**config.mk**
```make
export PLATFORM = sky130hd
export DESIGN_NAME = alu_top
export DESIGN_NICKNAME = d
export VERILOG_FILES = /design/src/alu_pkg.sv /design/src/alu_apb_regs.sv /design/src/alu_arith_unit.sv /design/src/alu_control_fsm.sv /design/src/alu_mul_datapath.sv /design/src/alu_nibble_counter.sv /design/src/alu_top.sv
export SDC_FILE = /design/constraint.sdc
export NUM_CORES = 1
export LEC_CHECK = 0
export BUFFER_PORTS_ARGS = -buffer_cell sky130_fd_sc_hd__buf_2
export CAP_MARGIN = 20
export CORE_MARGIN = 2
export CORE_UTILIZATION = 40
export DETAILED_ROUTE_END_ITERATION = 10
export SLEW_MARGIN = 0
export SYNTH_ARGS = -nofsm -noshare
export SYNTH_HDL_FRONTEND = slang
export SYNTH_SLANG_ARGS = --single-unit
```
**constraint.sdc**
```tcl
create_clock -name clk -period 9.59 [get_ports clk]
set_input_delay 0.959 -clock clk [delete_from_list [all_inputs] [get_ports clk]]
set_output_delay 0.959 -clock clk [all_outputs]
set_load 0.05 [all_outputs]
```
**src/alu_pkg.sv**
```systemverilog
// Shared word width, opcodes, FSM states, bus structs and register map of the APB ALU
`default_nettype none

package alu_pkg;

  // One data word, fixed by the APB data bus
  localparam int DATA_W = 32;

  // Width of the decoded APB address field
  localparam int ADDR_W = 5;

  // Opcode encodings as written to the command register
  typedef enum logic [1:0] {
    OP_ADD  = 2'b00,
    OP_SUB  = 2'b01,
    OP_MUL  = 2'b10,
    OP_RSVD = 2'b11
  } alu_op_e;

  // Controller states
  typedef enum logic [1:0] {
    ST_IDLE,
    ST_MUL,
    ST_DONE
  } ctrl_state_e;

  // APB request as seen by the target, driven by the requester
  typedef struct packed {
    logic              psel;
    logic              penable;
    logic              pwrite;
    logic [ADDR_W-1:0] paddr;
    logic [DATA_W-1:0] pwdata;
  } apb_req_t;

  // APB response driven back by the target
  typedef struct packed {
    logic [DATA_W-1:0] prdata;
    logic              pready;
    logic              pslverr;
  } apb_rsp_t;

  // Command snapshot taken when an operation is accepted
  typedef struct packed {
    alu_op_e           op;
    logic [DATA_W-1:0] a;
    logic [DATA_W-1:0] b;
  } alu_cmd_t;

  // Registered result with its flags
  typedef struct packed {
    logic [DATA_W-1:0] value;
    logic              zero;
    logic              carry;
  } alu_result_t;

  // Register offsets in the APB window
  localparam logic [ADDR_W-1:0] REG_A      = 5'h00;
  localparam logic [ADDR_W-1:0] REG_B      = 5'h04;
  localparam logic [ADDR_W-1:0] REG_CMD    = 5'h08;
  localparam logic [ADDR_W-1:0] REG_RESULT = 5'h0C;
  localparam logic [ADDR_W-1:0] REG_STATUS = 5'h10;

  // Bit positions inside the status register
  localparam int STATUS_BUSY  = 0;
  localparam int STATUS_ZERO  = 1;
  localparam int STATUS_CARRY = 2;

endpackage

`default_nettype wire

```
**src/alu_apb_regs.sv**
```systemverilog
// APB register block holding the operands, decoding accesses and issuing ALU commands
`default_nettype none

module alu_apb_regs (
  input  logic                 clk,
  input  logic                 reset,
  input  alu_pkg::apb_req_t    req,
  output alu_pkg::apb_rsp_t    rsp,
  input  logic                 busy,
  input  alu_pkg::alu_result_t result,
  output logic                 start,
  output alu_pkg::alu_cmd_t    cmd
);
  import alu_pkg::*;

  logic [DATA_W-1:0] a_q;
  logic [DATA_W-1:0] b_q;
  alu_cmd_t          cmd_q;
  logic              start_q;

  logic              access;
  logic              wr_access;
  logic              rd_access;
  logic              addr_hit;
  logic              addr_ro;
  logic              is_cmd_wr;
  alu_op_e           wr_op;
  logic              cmd_refused;
  logic              err;
  logic              wr_ok;
  logic [DATA_W-1:0] rd_mux;

  // PREADY is tied high, so every access phase completes the transfer
  assign access    = req.psel & req.penable;
  assign wr_access = access & req.pwrite;
  assign rd_access = access & ~req.pwrite;

  // Only the low two bits of a command write carry the opcode
  assign wr_op = alu_op_e'(req.pwdata[1:0]);

  // Address decode and read data mux
  always_comb
  begin
    addr_hit = 1'b1;
    addr_ro  = 1'b0;
    rd_mux   = '0;
    case (req.paddr)
      REG_A:   rd_mux = a_q;
      REG_B:   rd_mux = b_q;
      REG_CMD: rd_mux = {{(DATA_W-2){1'b0}}, cmd_q.op};
      REG_RESULT:
      begin
        rd_mux  = result.value;
        addr_ro = 1'b1;
      end
      REG_STATUS:
      begin
        rd_mux[STATUS_BUSY]  = busy;
        rd_mux[STATUS_ZERO]  = result.zero;
        rd_mux[STATUS_CARRY] = result.carry;
        addr_ro              = 1'b1;
      end
      default: addr_hit = 1'b0;
    endcase
  end

  // A command is refused for the reserved opcode or while one is still in flight.
  // The start cycle counts as in flight because busy only rises one edge later
  assign is_cmd_wr   = wr_access & (req.paddr == REG_CMD);
  assign cmd_refused = is_cmd_wr & ((wr_op == OP_RSVD) | busy | start_q);

  assign err   = access & (~addr_hit | (req.pwrite & addr_ro) | cmd_refused);
  assign wr_ok = wr_access & ~err;

  always_ff @(posedge clk)
  begin
    if (reset)
    begin
      a_q     <= '0;
      b_q     <= '0;
      cmd_q   <= '0;
      start_q <= 1'b0;
    end
    else
    begin
      // Start is a single cycle pulse
      start_q <= 1'b0;
      if (wr_ok && req.paddr == REG_A)
      begin
        a_q <= req.pwdata;
      end
      else if (wr_ok && req.paddr == REG_B)
      begin
        b_q <= req.pwdata;
      end
      else if (wr_ok && is_cmd_wr)
      begin
        // Snapshot the operands so later operand writes cannot disturb a multiply
        cmd_q.op <= wr_op;
        cmd_q.a  <= a_q;
        cmd_q.b  <= b_q;
        start_q  <= 1'b1;
      end
    end
  end

  assign rsp = '{prdata: (rd_access ? rd_mux : '0), pready: 1'b1, pslverr: err};

  assign start = start_q;
  assign cmd   = cmd_q;

endmodule

`default_nettype wire

```
**src/alu_arith_unit.sv**
```systemverilog
// Shared adder, result selection, flag generation and the registered ALU result
`default_nettype none

module alu_arith_unit (
  input  logic                         clk,
  input  logic                         reset,
  input  alu_pkg::alu_cmd_t            cmd,
  input  logic [2*alu_pkg::DATA_W-1:0] product,
  input  logic                         load,
  output alu_pkg::alu_result_t         result
);
  import alu_pkg::*;

  logic              sub;
  logic [DATA_W-1:0] b_operand;
  logic [DATA_W:0]   sum;
  logic [DATA_W-1:0] next_value;
  logic              next_carry;
  alu_result_t       result_q;

  // Subtract is a + ~b + 1 through the same adder
  assign sub       = (cmd.op == OP_SUB);
  assign b_operand = sub ? ~cmd.b : cmd.b;
  assign sum       = {1'b0, cmd.a} + {1'b0, b_operand} + (DATA_W + 1)'(sub);

  always_comb
  begin
    case (cmd.op)
      OP_MUL:
      begin
        // Carry reports that the product does not fit in one word
        next_value = product[DATA_W-1:0];
        next_carry = |product[2*DATA_W-1:DATA_W];
      end
      default:
      begin
        // Carry out on add, and no borrow on subtract
        next_value = sum[DATA_W-1:0];
        next_carry = sum[DATA_W];
      end
    endcase
  end

  always_ff @(posedge clk)
  begin
    if (reset)
    begin
      result_q <= '0;
    end
    else if (load)
    begin
      result_q.value <= next_value;
      result_q.zero  <= (next_value == '0);
      result_q.carry <= next_carry;
    end
  end

  assign result = result_q;

endmodule

`default_nettype wire

```
**src/alu_control_fsm.sv**
```systemverilog
// Controller FSM that sequences single cycle add/sub and the nibble-serial multiply
`default_nettype none

module alu_control_fsm (
  input  logic             clk,
  input  logic             reset,
  input  logic             start,
  input  alu_pkg::alu_op_e op,
  input  logic             last_step,
  output logic             busy,
  output logic             mul_step,
  output logic             count_clear,
  output logic             load_result
);
  import alu_pkg::*;

  ctrl_state_e state_q;
  ctrl_state_e state_d;

  always_comb
  begin
    state_d     = state_q;
    mul_step    = 1'b0;
    count_clear = 1'b0;
    load_result = 1'b0;
    case (state_q)
      ST_IDLE:
      begin
        if (start)
        begin
          // Multiply handles nibble 0 in the start cycle itself
          if (op == OP_MUL)
          begin
            mul_step = 1'b1;
            state_d  = ST_MUL;
          end
          else
          begin
            // Add and subtract load straight away and stay idle
            load_result = 1'b1;
          end
        end
      end
      ST_MUL:
      begin
        mul_step = 1'b1;
        if (last_step)
        begin
          state_d = ST_DONE;
        end
      end
      ST_DONE:
      begin
        // Accumulator is complete, so capture it and rewind the step counter
        load_result = 1'b1;
        count_clear = 1'b1;
        state_d     = ST_IDLE;
      end
      default: state_d = ST_IDLE;
    endcase
  end

  always_ff @(posedge clk)
  begin
    if (reset)
    begin
      state_q <= ST_IDLE;
    end
    else
    begin
      state_q <= state_d;
    end
  end

  // Busy covers the remaining steps and the load cycle of a multiply
  assign busy = (state_q != ST_IDLE);

endmodule

`default_nettype wire

```
**src/alu_mul_datapath.sv**
```systemverilog
// Nibble-serial shift-and-add multiplier with a double-width accumulator
`default_nettype none

module alu_mul_datapath #(
  parameter  int NIBBLE_WIDTH = 4,
  localparam int STEPS        = alu_pkg::DATA_W / NIBBLE_WIDTH,
  localparam int IDX_W        = $clog2(STEPS)
) (
  input  logic                        clk,
  input  logic                        reset,
  input  logic                        start,
  input  alu_pkg::alu_cmd_t           cmd,
  input  logic                        step,
  input  logic [IDX_W-1:0]            index,
  output logic [2*alu_pkg::DATA_W-1:0] product
);
  import alu_pkg::*;

  localparam int PROD_W = 2 * DATA_W;

  int                      shift;
  logic [NIBBLE_WIDTH-1:0] slice;
  logic [PROD_W-1:0]       partial;
  logic [PROD_W-1:0]       acc_base;
  logic [PROD_W-1:0]       acc_q;

  // Bit position of the selected nibble, also the weight of its partial product
  assign shift = int'(index) * NIBBLE_WIDTH;

  // Current slice of the multiplier operand
  assign slice = NIBBLE_WIDTH'(cmd.b >> shift);

  // Multiplicand times one nibble, moved to the nibble's weight.
  // The widest case still fits in PROD_W bits
  assign partial = (PROD_W'(cmd.a) * PROD_W'(slice)) << shift;

  // The first step coincides with start, so it accumulates onto a cleared value
  assign acc_base = start ? '0 : acc_q;

  always_ff @(posedge clk)
  begin
    if (reset)
    begin
      acc_q <= '0;
    end
    else if (step)
    begin
      acc_q <= acc_base + partial;
    end
    else if (start)
    begin
      // Add and subtract starts also clear the stale product
      acc_q <= '0;
    end
  end

  assign product = acc_q;

endmodule

`default_nettype wire

```
**src/alu_nibble_counter.sv**
```systemverilog
// Step counter that selects the current multiplier nibble and flags the final one
`default_nettype none

module alu_nibble_counter #(
  parameter  int NIBBLE_WIDTH = 4,
  localparam int STEPS        = alu_pkg::DATA_W / NIBBLE_WIDTH,
  localparam int IDX_W        = $clog2(STEPS)
) (
  input  logic             clk,
  input  logic             reset,
  input  logic             clear,
  input  logic             enable,
  output logic [IDX_W-1:0] index,
  output logic             last_step
);

  logic [IDX_W-1:0] index_q;

  // Final slice is the most significant nibble of the multiplier
  assign last_step = (index_q == IDX_W'(STEPS - 1));

  always_ff @(posedge clk)
  begin
    if (reset)
    begin
      index_q <= '0;
    end
    else if (clear)
    begin
      index_q <= '0;
    end
    else if (enable)
    begin
      // Wraps back to nibble 0 after the last step
      index_q <= last_step ? '0 : index_q + 1'b1;
    end
  end

  assign index = index_q;

endmodule

`default_nettype wire

```
**src/alu_top.sv**
```systemverilog
// Top level of the APB arithmetic coprocessor, wiring registers, control and datapath
`default_nettype none

module alu_top #(
  parameter  int NIBBLE_WIDTH = 4,
  localparam int IDX_W        = $clog2(alu_pkg::DATA_W / NIBBLE_WIDTH)
) (
  input  logic              clk,
  input  logic              reset,
  input  alu_pkg::apb_req_t req,
  output alu_pkg::apb_rsp_t rsp
);
  import alu_pkg::*;

  logic                start;
  alu_cmd_t            cmd;
  logic                busy;
  logic                mul_step;
  logic                count_clear;
  logic                load_result;
  logic                last_step;
  logic [IDX_W-1:0]    index;
  logic [2*DATA_W-1:0] product;
  alu_result_t         result;

  alu_apb_regs regs_i (
    .clk    (clk),
    .reset  (reset),
    .req    (req),
    .rsp    (rsp),
    .busy   (busy),
    .result (result),
    .start  (start),
    .cmd    (cmd)
  );

  alu_control_fsm ctrl_i (
    .clk         (clk),
    .reset       (reset),
    .start       (start),
    .op          (cmd.op),
    .last_step   (last_step),
    .busy        (busy),
    .mul_step    (mul_step),
    .count_clear (count_clear),
    .load_result (load_result)
  );

  // The counter advances on the same steps that feed the multiplier
  alu_nibble_counter #(.NIBBLE_WIDTH(NIBBLE_WIDTH)) counter_i (
    .clk       (clk),
    .reset     (reset),
    .clear     (count_clear),
    .enable    (mul_step),
    .index     (index),
    .last_step (last_step)
  );

  alu_mul_datapath #(.NIBBLE_WIDTH(NIBBLE_WIDTH)) mul_i (
    .clk     (clk),
    .reset   (reset),
    .start   (start),
    .cmd     (cmd),
    .step    (mul_step),
    .index   (index),
    .product (product)
  );

  alu_arith_unit arith_i (
    .clk     (clk),
    .reset   (reset),
    .cmd     (cmd),
    .product (product),
    .load    (load_result),
    .result  (result)
  );

endmodule

`default_nettype wire

```
# [After elaboration in Yosys (flattened, before gate mapping)]
# Cells that the tools add are included.
[word_totals] wordCells=88 romBits=0 latch_bits=0 mem_bits_rw=0 regBits=234 memories=0 input_bits=42 output_inout_bits=34
[op_classes] n_shift=2 add_sub_neg=4 bitwise=18 muxes=23 n_eq_ne=13 magnitude_cmp=0 n_div=0 n_reduce_logical=15 n_mul=1
[op_table] operator="$mux W64" count=2
[op_table] operator="$mux W32" count=3
[op_table] operator="$pmux W29 S3" count=1
[op_table] operator="$add A64 B64 Y64" count=1
[op_table] operator="$shl A36 B5 Y64" count=1
[op_table] operator="$mul A32 B4 Y36" count=1
[op_table] operator="$add A32 B32 Y33" count=1
[op_table] operator="$add A33 B1 Y33" count=1
[op_table] operator="$logic_not A32 Y1" count=1
[op_table] operator="$not A32 Y32" count=1
[op_table] operator="$reduce_or A32 Y1" count=1
[op_table] operator="$shr A32 B5 Y4" count=1
[op_table] operator="$pmux W3 S5" count=1
[op_table] operator="$eq A5 B4 Y1 const B" count=2
[op_table] operator="$mux W1" count=9
[op_table] operator="$and A1 B1 Y1" count=8
[op_table] operator="$eq A2 B2 Y1 const B" count=3
[op_table] operator="$mux W2" count=3
[op_table] operator="$reduce_and A3 Y1" count=2
[op_table] operator="$eq A5 B3 Y1 const B" count=1
[op_table] operator="$eq A5 B5 Y1 const B" count=1
[op_table] operator="$logic_not A5 Y1" count=1
[op_table] operator="$not A1 Y1" count=5
[op_table] operator="$reduce_or A5 Y1" count=1
[op_table] operator="15 further kinds" count=24

# [Longest topological paths before layout]
[depth] ltp_word=12 ltp_mapped=36 mapped_depth_nobuf=31

# [By module]
# A second synthesis with hierarchy kept.
[unflattened] hier_cells=2833 hier_area_um2=22561.6
[modules_own_cells] mod="alu_mul_datapath" instances=1 cells_per_inst=1690 seq_area_each_um2=1281.2 area_each_um2=12329.3
[modules_own_cells] mod="alu_apb_regs" instances=1 cells_per_inst=601 seq_area_each_um2=2622.5 area_each_um2=6142.1
[modules_own_cells] mod="alu_arith_unit" instances=1 cells_per_inst=514 seq_area_each_um2=680.7 area_each_um2=3826.2
[modules_own_cells] mod="alu_nibble_counter" instances=1 cells_per_inst=12 seq_area_each_um2=60.1 area_each_um2=142.6
[modules_own_cells] mod="alu_control_fsm" instances=1 cells_per_inst=16 seq_area_each_um2=40.0 area_each_um2=121.4

# [Least setup slack after synthesis]
# OpenSTA, ideal clock, no wires.
[synth_path] kind="register to register" from="register counter_i.index_q[0] (netlist: counter_i.index[0])" to="register mul_i.acc_q[63] (netlist: mul_i.product[63])" required_ns=9.467 t_arrival_ns=8.264 setup_ns=0.123 period_less_slack_ns=8.387 path_buffers=3 path_stages_with_launch=34 setup_slack_ns=1.203 cell_sequence="dfxtp_1 -> buf_1 -> mux4_2 -> mux2i_1 -> clkbuf_1 -> nor2b_1 -> fa_1 -> inv_1 -> fa_1 -> inv_1 -> ha_1 -> a21o_1 -> a21o_1 -> a21oi_4 -> o211ai_4 -> a31oi_4 -> o21ai_2 -> a31o_1 -> a31o_1 -> and2_4 -> mux4_2 -> mux2_4 -> ha_1 -> clkbuf_1 -> nand4_1 -> nor3_1 -> and4_1 -> a221oi_2 -> o21bai_1 -> a41oi_2 -> o31ai_1 -> a211oi_2 -> mux2i_1 -> mux2_1"
[synth_via] elab_chain_len=5
[synth_lines] element="from (decl)" line_no="alu_nibble_counter.sv:17" text="logic [IDX_W-1:0] index_q;"
[synth_lines] element="from (signal assigned)" line_no="alu_nibble_counter.sv:35" text="index_q <= last_step ? '0 : index_q + 1'b1;"
[synth_lines] element="$shr A32 B5 Y4" line_no="alu_mul_datapath.sv:31" text="assign slice = NIBBLE_WIDTH'(cmd.b >> shift);"
[synth_lines] element="$mul A32 B4 Y36" line_no="alu_mul_datapath.sv:35" text="assign partial = (PROD_W'(cmd.a) * PROD_W'(slice)) << shift;"
[synth_lines] element="$shl A36 B5 Y64 *" line_no="alu_mul_datapath.sv:35"
[synth_lines] element="$add A64 B64 Y64 *" line_no="alu_mul_datapath.sv:48" text="acc_q <= acc_base + partial;"
[synth_lines] element="$mux W64 *" line_no="alu_mul_datapath.sv:46" text="else if (step)"
[synth_lines] element="to (signal assigned)" line_no="alu_mul_datapath.sv:48"
[synth_lines] element="to (decl)" line_no="alu_mul_datapath.sv:25" text="logic [PROD_W-1:0] acc_q;"
# Mark *: on every way between the ends. The rest lies on a longest branch, timed or not.
# A chain may end at the register's enable or synchronous reset.

# [Final worst setup path]
[layout_path] from="register counter_i.index_q[0] (netlist: counter_i.index[0])" to="register mul_i.acc_q[56] (netlist: mul_i.product[56])"
# The elaborated chain is that of the path after synthesis.

==> results.rst <==
.. list-table::
   :header-rows: 1

   * - Metric
     - Value
   * - CORE AREA
     - between 50000 and 60000 um2
   * - GRT Residual Overflow
     - 0
   * - CP Max Fanout
     - 24
   * - Number of remaining DRC errors
     - 0
   * - End point of the critical path
     - mul_i.product[56]
   * - Routed wirelength normalized by instance count
     - 20.6 um
   * - Filler cell count
     - 5399
   * - Chip Width
     - between 200 and 250 um
   * - Total of buffers placed on input and output ports
     - 74
   * - WP data required
     - between 10 and 15 ns
   * - Kind of launch point of the worst setup path
     - flop
   * - Number of pins with negative max-slew slack in the final report
     - 0
   * - Total iterations of the first detailed-routing run
     - 5
   * - Final cell utilization of the core
     - approximately 44%
   * - CTS Buf Count
     - 29
   * - Row cnt
     - between 80 and 90
   * - Final-stage net count
     - ~3100
   * - Sequential area share after synthesis
     - 21.9%
   * - Main area contributors after synthesis
     - sky130_fd_sc_hd__dfxtp_1 22%, sky130_fd_sc_hd__nand2_1 9.0%, sky130_fd_sc_hd__a21oi_1 8.1%, sky130_fd_sc_hd__ha_1 8.0%, sky130_fd_sc_hd__fa_1 5.8%
   * - Starting DRC count in detailed routing
     - 1664
   * - Worst-path cell with the longest stage delay
     - sky130_fd_sc_hd__mux4_2
   * - Final Skew
     - approximately 0.0094 ns
   * - Worst r2r dst
     - mul_i.product[56]
   * - HPWL reported at the end of detailed placement
     - about 57000 um
   * - Average size of a mapped cell
     - about 7.4 um2
   * - Number of global-route vias before repair
     - 19596
   * - Total length of routed wires
     - 73200 um
   * - Number of sinks handled by clock tree synthesis
     - between 200 and 250
   * - Netlist Area Pre-Place
     - 21300 um2
   * - Initial antenna violation count
     - 1
   * - CTS clock-pin slew for the worst setup and hold paths
     - ~0.060 ns
   * - Clock latency on the worst-skew pair
     - roughly 0.58 ns
   * - Status
     - finished, final reports clean
   * - Effective utilization at floorplan
     - roughly two fifths
   * - Max cap viols
     - 0
   * - Path length in cells of the critical path
     - 31
   * - Kind of capture point of the worst setup path
     - flop
   * - Worst slew margin relative to its limit
     - approximately a quarter
   * - Worst hold slack
     - approximately 0.46 ns
   * - Count of yosys warnings during synthesis
     - 0
   * - Final sum of negative setup slack
     - 0 ns
   * - Number of H-tree branching levels
     - 1
   * - Hold Violations, Final
     - 0
   * - Global-route wire length before repair
     - approximately 110000 um
   * - Max Clock Freq
     - approximately 110 MHz
   * - Critical path's top delay family
     - compound AO/OA/AOI/OAI gates
   * - Highest cell delay on the worst timing path
     - roughly 0.59 ns
   * - Root Buffer Master
     - sky130_fd_sc_hd__clkbuf_16
   * - Routed via count divided by cell count
     - about 5.7
   * - EDFF count, synth
     - 0
   * - Largest net degree at the start of global routing
     - 104
   * - Power density over the cells
     - roughly 93 nW/um2
   * - Setup-failing EPs final
     - 0
   * - Kind of critical path
     - flop to flop
   * - Vias
     - 20344
   * - Ratio of final minimum period to clock period
     - between 90% and 100%
   * - Depth of the most critical reg-to-reg path
     - 31
   * - Critical Path Source
     - counter_i.index[0]
   * - Gate count of the mapped netlist
     - around 2900
   * - Syn-to-layout area delta
     - 8.89%
   * - DIE HEIGHT
     - between 200 and 250 um
   * - Hold crit path type
     - flop to flop
   * - Layout cells sized above 1
     - about 8.6%
   * - Share of Yosys cell area claimed by the top area cell type
     - 21.9%
   * - Boundary Pins
     - 76
   * - Total design power
     - about 2.2 mW
   * - Yosys cell types
     - 104
   * - Final weighted congestion in routability-driven placement
     - about 0.97
   * - Source of the worst register-to-register timing path
     - counter_i.index[0]
   * - Hold Buf Count CTS
     - 0
   * - Cell taking the most area after synthesis
     - sky130_fd_sc_hd__dfxtp_1
   * - Number of storage elements in the synthesis netlist
     - around 230
   * - Ant diodes
     - 0
   * - Critical path arrival
     - approximately 9.6 ns
   * - Worst slew pin tran
     - around 1.1 ns
   * - Lkg Pwr
     - roughly 10 nW
   * - Overall Global Routing Usage
     - about a quarter
   * - Final critical delay including setup and external delays
     - just over 9 ns
   * - Cell type with the highest occurrence count on the critical path
     - sky130_fd_sc_hd__o21ai_0
   * - CTS tree
     - yes
   * - Net count of the mapped netlist
     - around 3100
   * - Async S/R FF share, synth
     - 0%
   * - CTS max path bufs
     - 3
   * - Most used DFF post-synth
     - sky130_fd_sc_hd__dfxtp_1
   * - Floorplan die area
     - between 50000 and 60000 um2
   * - Crit path buffers/inverters
     - 3
   * - Setup slack, reg-to-reg
     - roughly 0.43 ns
   * - Antenna Violating Nets Remaining
     - 0
   * - Maximum VDD drop
     - approximately 0.12 mV
## metal layers
layer  routed length (um)  GRT usage [%]  part of all wire, %  up-vias
li1                     -              -                    -     9844
met1                31600           33.1                   43     9688
met2                33200           41.3                   45      658
met3                 4010           3.00                  5.5      154
met4                 4350           13.2                  5.9        0
met5                    0              0                    0        -
## cell families (layout without fill, tap and decap cells)
family,Yosys count,after routing,synth area share [%]
compound gates,759,759,22.7
xor+xnor,142,142,5.86
fa+ha+maj,198,198,13.8
buf+inv,344,311,6.13
flops,234,234,21.9
mux,96,96,5.28
other cells,1,1,0.0176
simple gates,1121,1121,24.3
## state kept, by name, indices dropped and copies added, names as in the netlist
register	count
mul_i.product	64
regs_i.b_q	32
arith_i.result	34
counter_i.index	3
regs_i.start	1
regs_i.cmd	66
ctrl_i.state_q	2
regs_i.a_q	32
## power breakdown
| group | switching (mW) | internal (mW) | total (mW) |
|---|---|---|---|
| Clock | 0.469 | 0.676 | 1.14 |
| Sequential | 0.000128 | 0.972 | 0.972 |
| Combinational | 0.0379 | 0.0158 | 0.0538 |
| Total | 0.507 | 1.66 | 2.17 |
## worst reg2reg max path: cells and delay by family (launching register included)
kind / cells / cell delay (ns)
flops: 1 / 0.50
fa+ha+maj: 4 / 1.90
simple gates: 8 / 1.62
mux: 3 / 1.30
buf+inv: 3 / 0.46
compound gates: 13 / 3.28
## cell usage after synthesis (49+ instances only)
cell type	count
sky130_fd_sc_hd__mux2i_1	66
sky130_fd_sc_hd__inv_1	152
sky130_fd_sc_hd__nor2b_1	164
sky130_fd_sc_hd__xnor2_1	92
sky130_fd_sc_hd__a21oi_1	346
sky130_fd_sc_hd__nand2_1	514
sky130_fd_sc_hd__o21ai_0	99
sky130_fd_sc_hd__fa_1	62
sky130_fd_sc_hd__dfxtp_1	234
sky130_fd_sc_hd__ha_1	136
sky130_fd_sc_hd__nor2_1	204
sky130_fd_sc_hd__a21o_1	67
sky130_fd_sc_hd__xor2_1	49
sky130_fd_sc_hd__clkbuf_1	164
## worst min path at each step
stage	from	to	slack, ns	cells after the start
final	arith_i.result[15]	arith_i.result[15]	0.46	2
after global routing	regs_i.b_q[19]	regs_i.b_q[19]	0.49	2
after CTS	arith_i.result[15]	arith_i.result[15]	0.46	2
after detailed placement	arith_i.result[15]	arith_i.result[15]	0.45	2
after global placement	arith_i.result[15]	arith_i.result[15]	0.45	2
after floorplan	arith_i.result[2]	arith_i.result[2]	0.43	2
## what timing repair did
| action | in CTS | in global routing |
|---|---|---|
| setup endpoints to repair | 1 | 11 |
| resized for setup | 1 | 11 |
| buffers inserted | 0 | 2 |
## metrics by stage
stage	instance area, um2	instances	worst slack (ns)
finish	23200	3550	0.430
global route	23200	3550	-0.0163
CTS	23100	3545	0.150
detailed placement	22100	3492	0.0318
global placement	22100	3492	0.226
floorplan	21300	2895	1.20
## final cells by class
cell class,count,area (um2),area share [%]
multi-input cells,2317,15500,66.5
flip-flops and latches,234,4690,20.2
well taps,688,861,3.70
clock buffers,32,757,3.26
repair buffers,105,669,2.88
inverters,153,574,2.47
clock inverters,21,226,0.974
## cells in the final DEF (no fill, tap or decap), types with 29 or more instances in the layout
cell type and count:
sky130_fd_sc_hd__nor2_1 201, sky130_fd_sc_hd__o21ai_0 99, sky130_fd_sc_hd__a211oi_1 32, sky130_fd_sc_hd__nand4_1 30, sky130_fd_sc_hd__ha_1 136, sky130_fd_sc_hd__inv_1 152, sky130_fd_sc_hd__xor2_1 49, sky130_fd_sc_hd__nand2_1 513
sky130_fd_sc_hd__fa_1 62, sky130_fd_sc_hd__a21oi_1 345, sky130_fd_sc_hd__nand3_1 35, sky130_fd_sc_hd__dfxtp_1 231, sky130_fd_sc_hd__buf_2 73, sky130_fd_sc_hd__xnor2_1 92, sky130_fd_sc_hd__a21o_1 67, sky130_fd_sc_hd__mux2i_1 62
sky130_fd_sc_hd__nor3_1 40, sky130_fd_sc_hd__nor2b_1 163, sky130_fd_sc_hd__clkbuf_16 29
(Power assumes the default switching activity.)
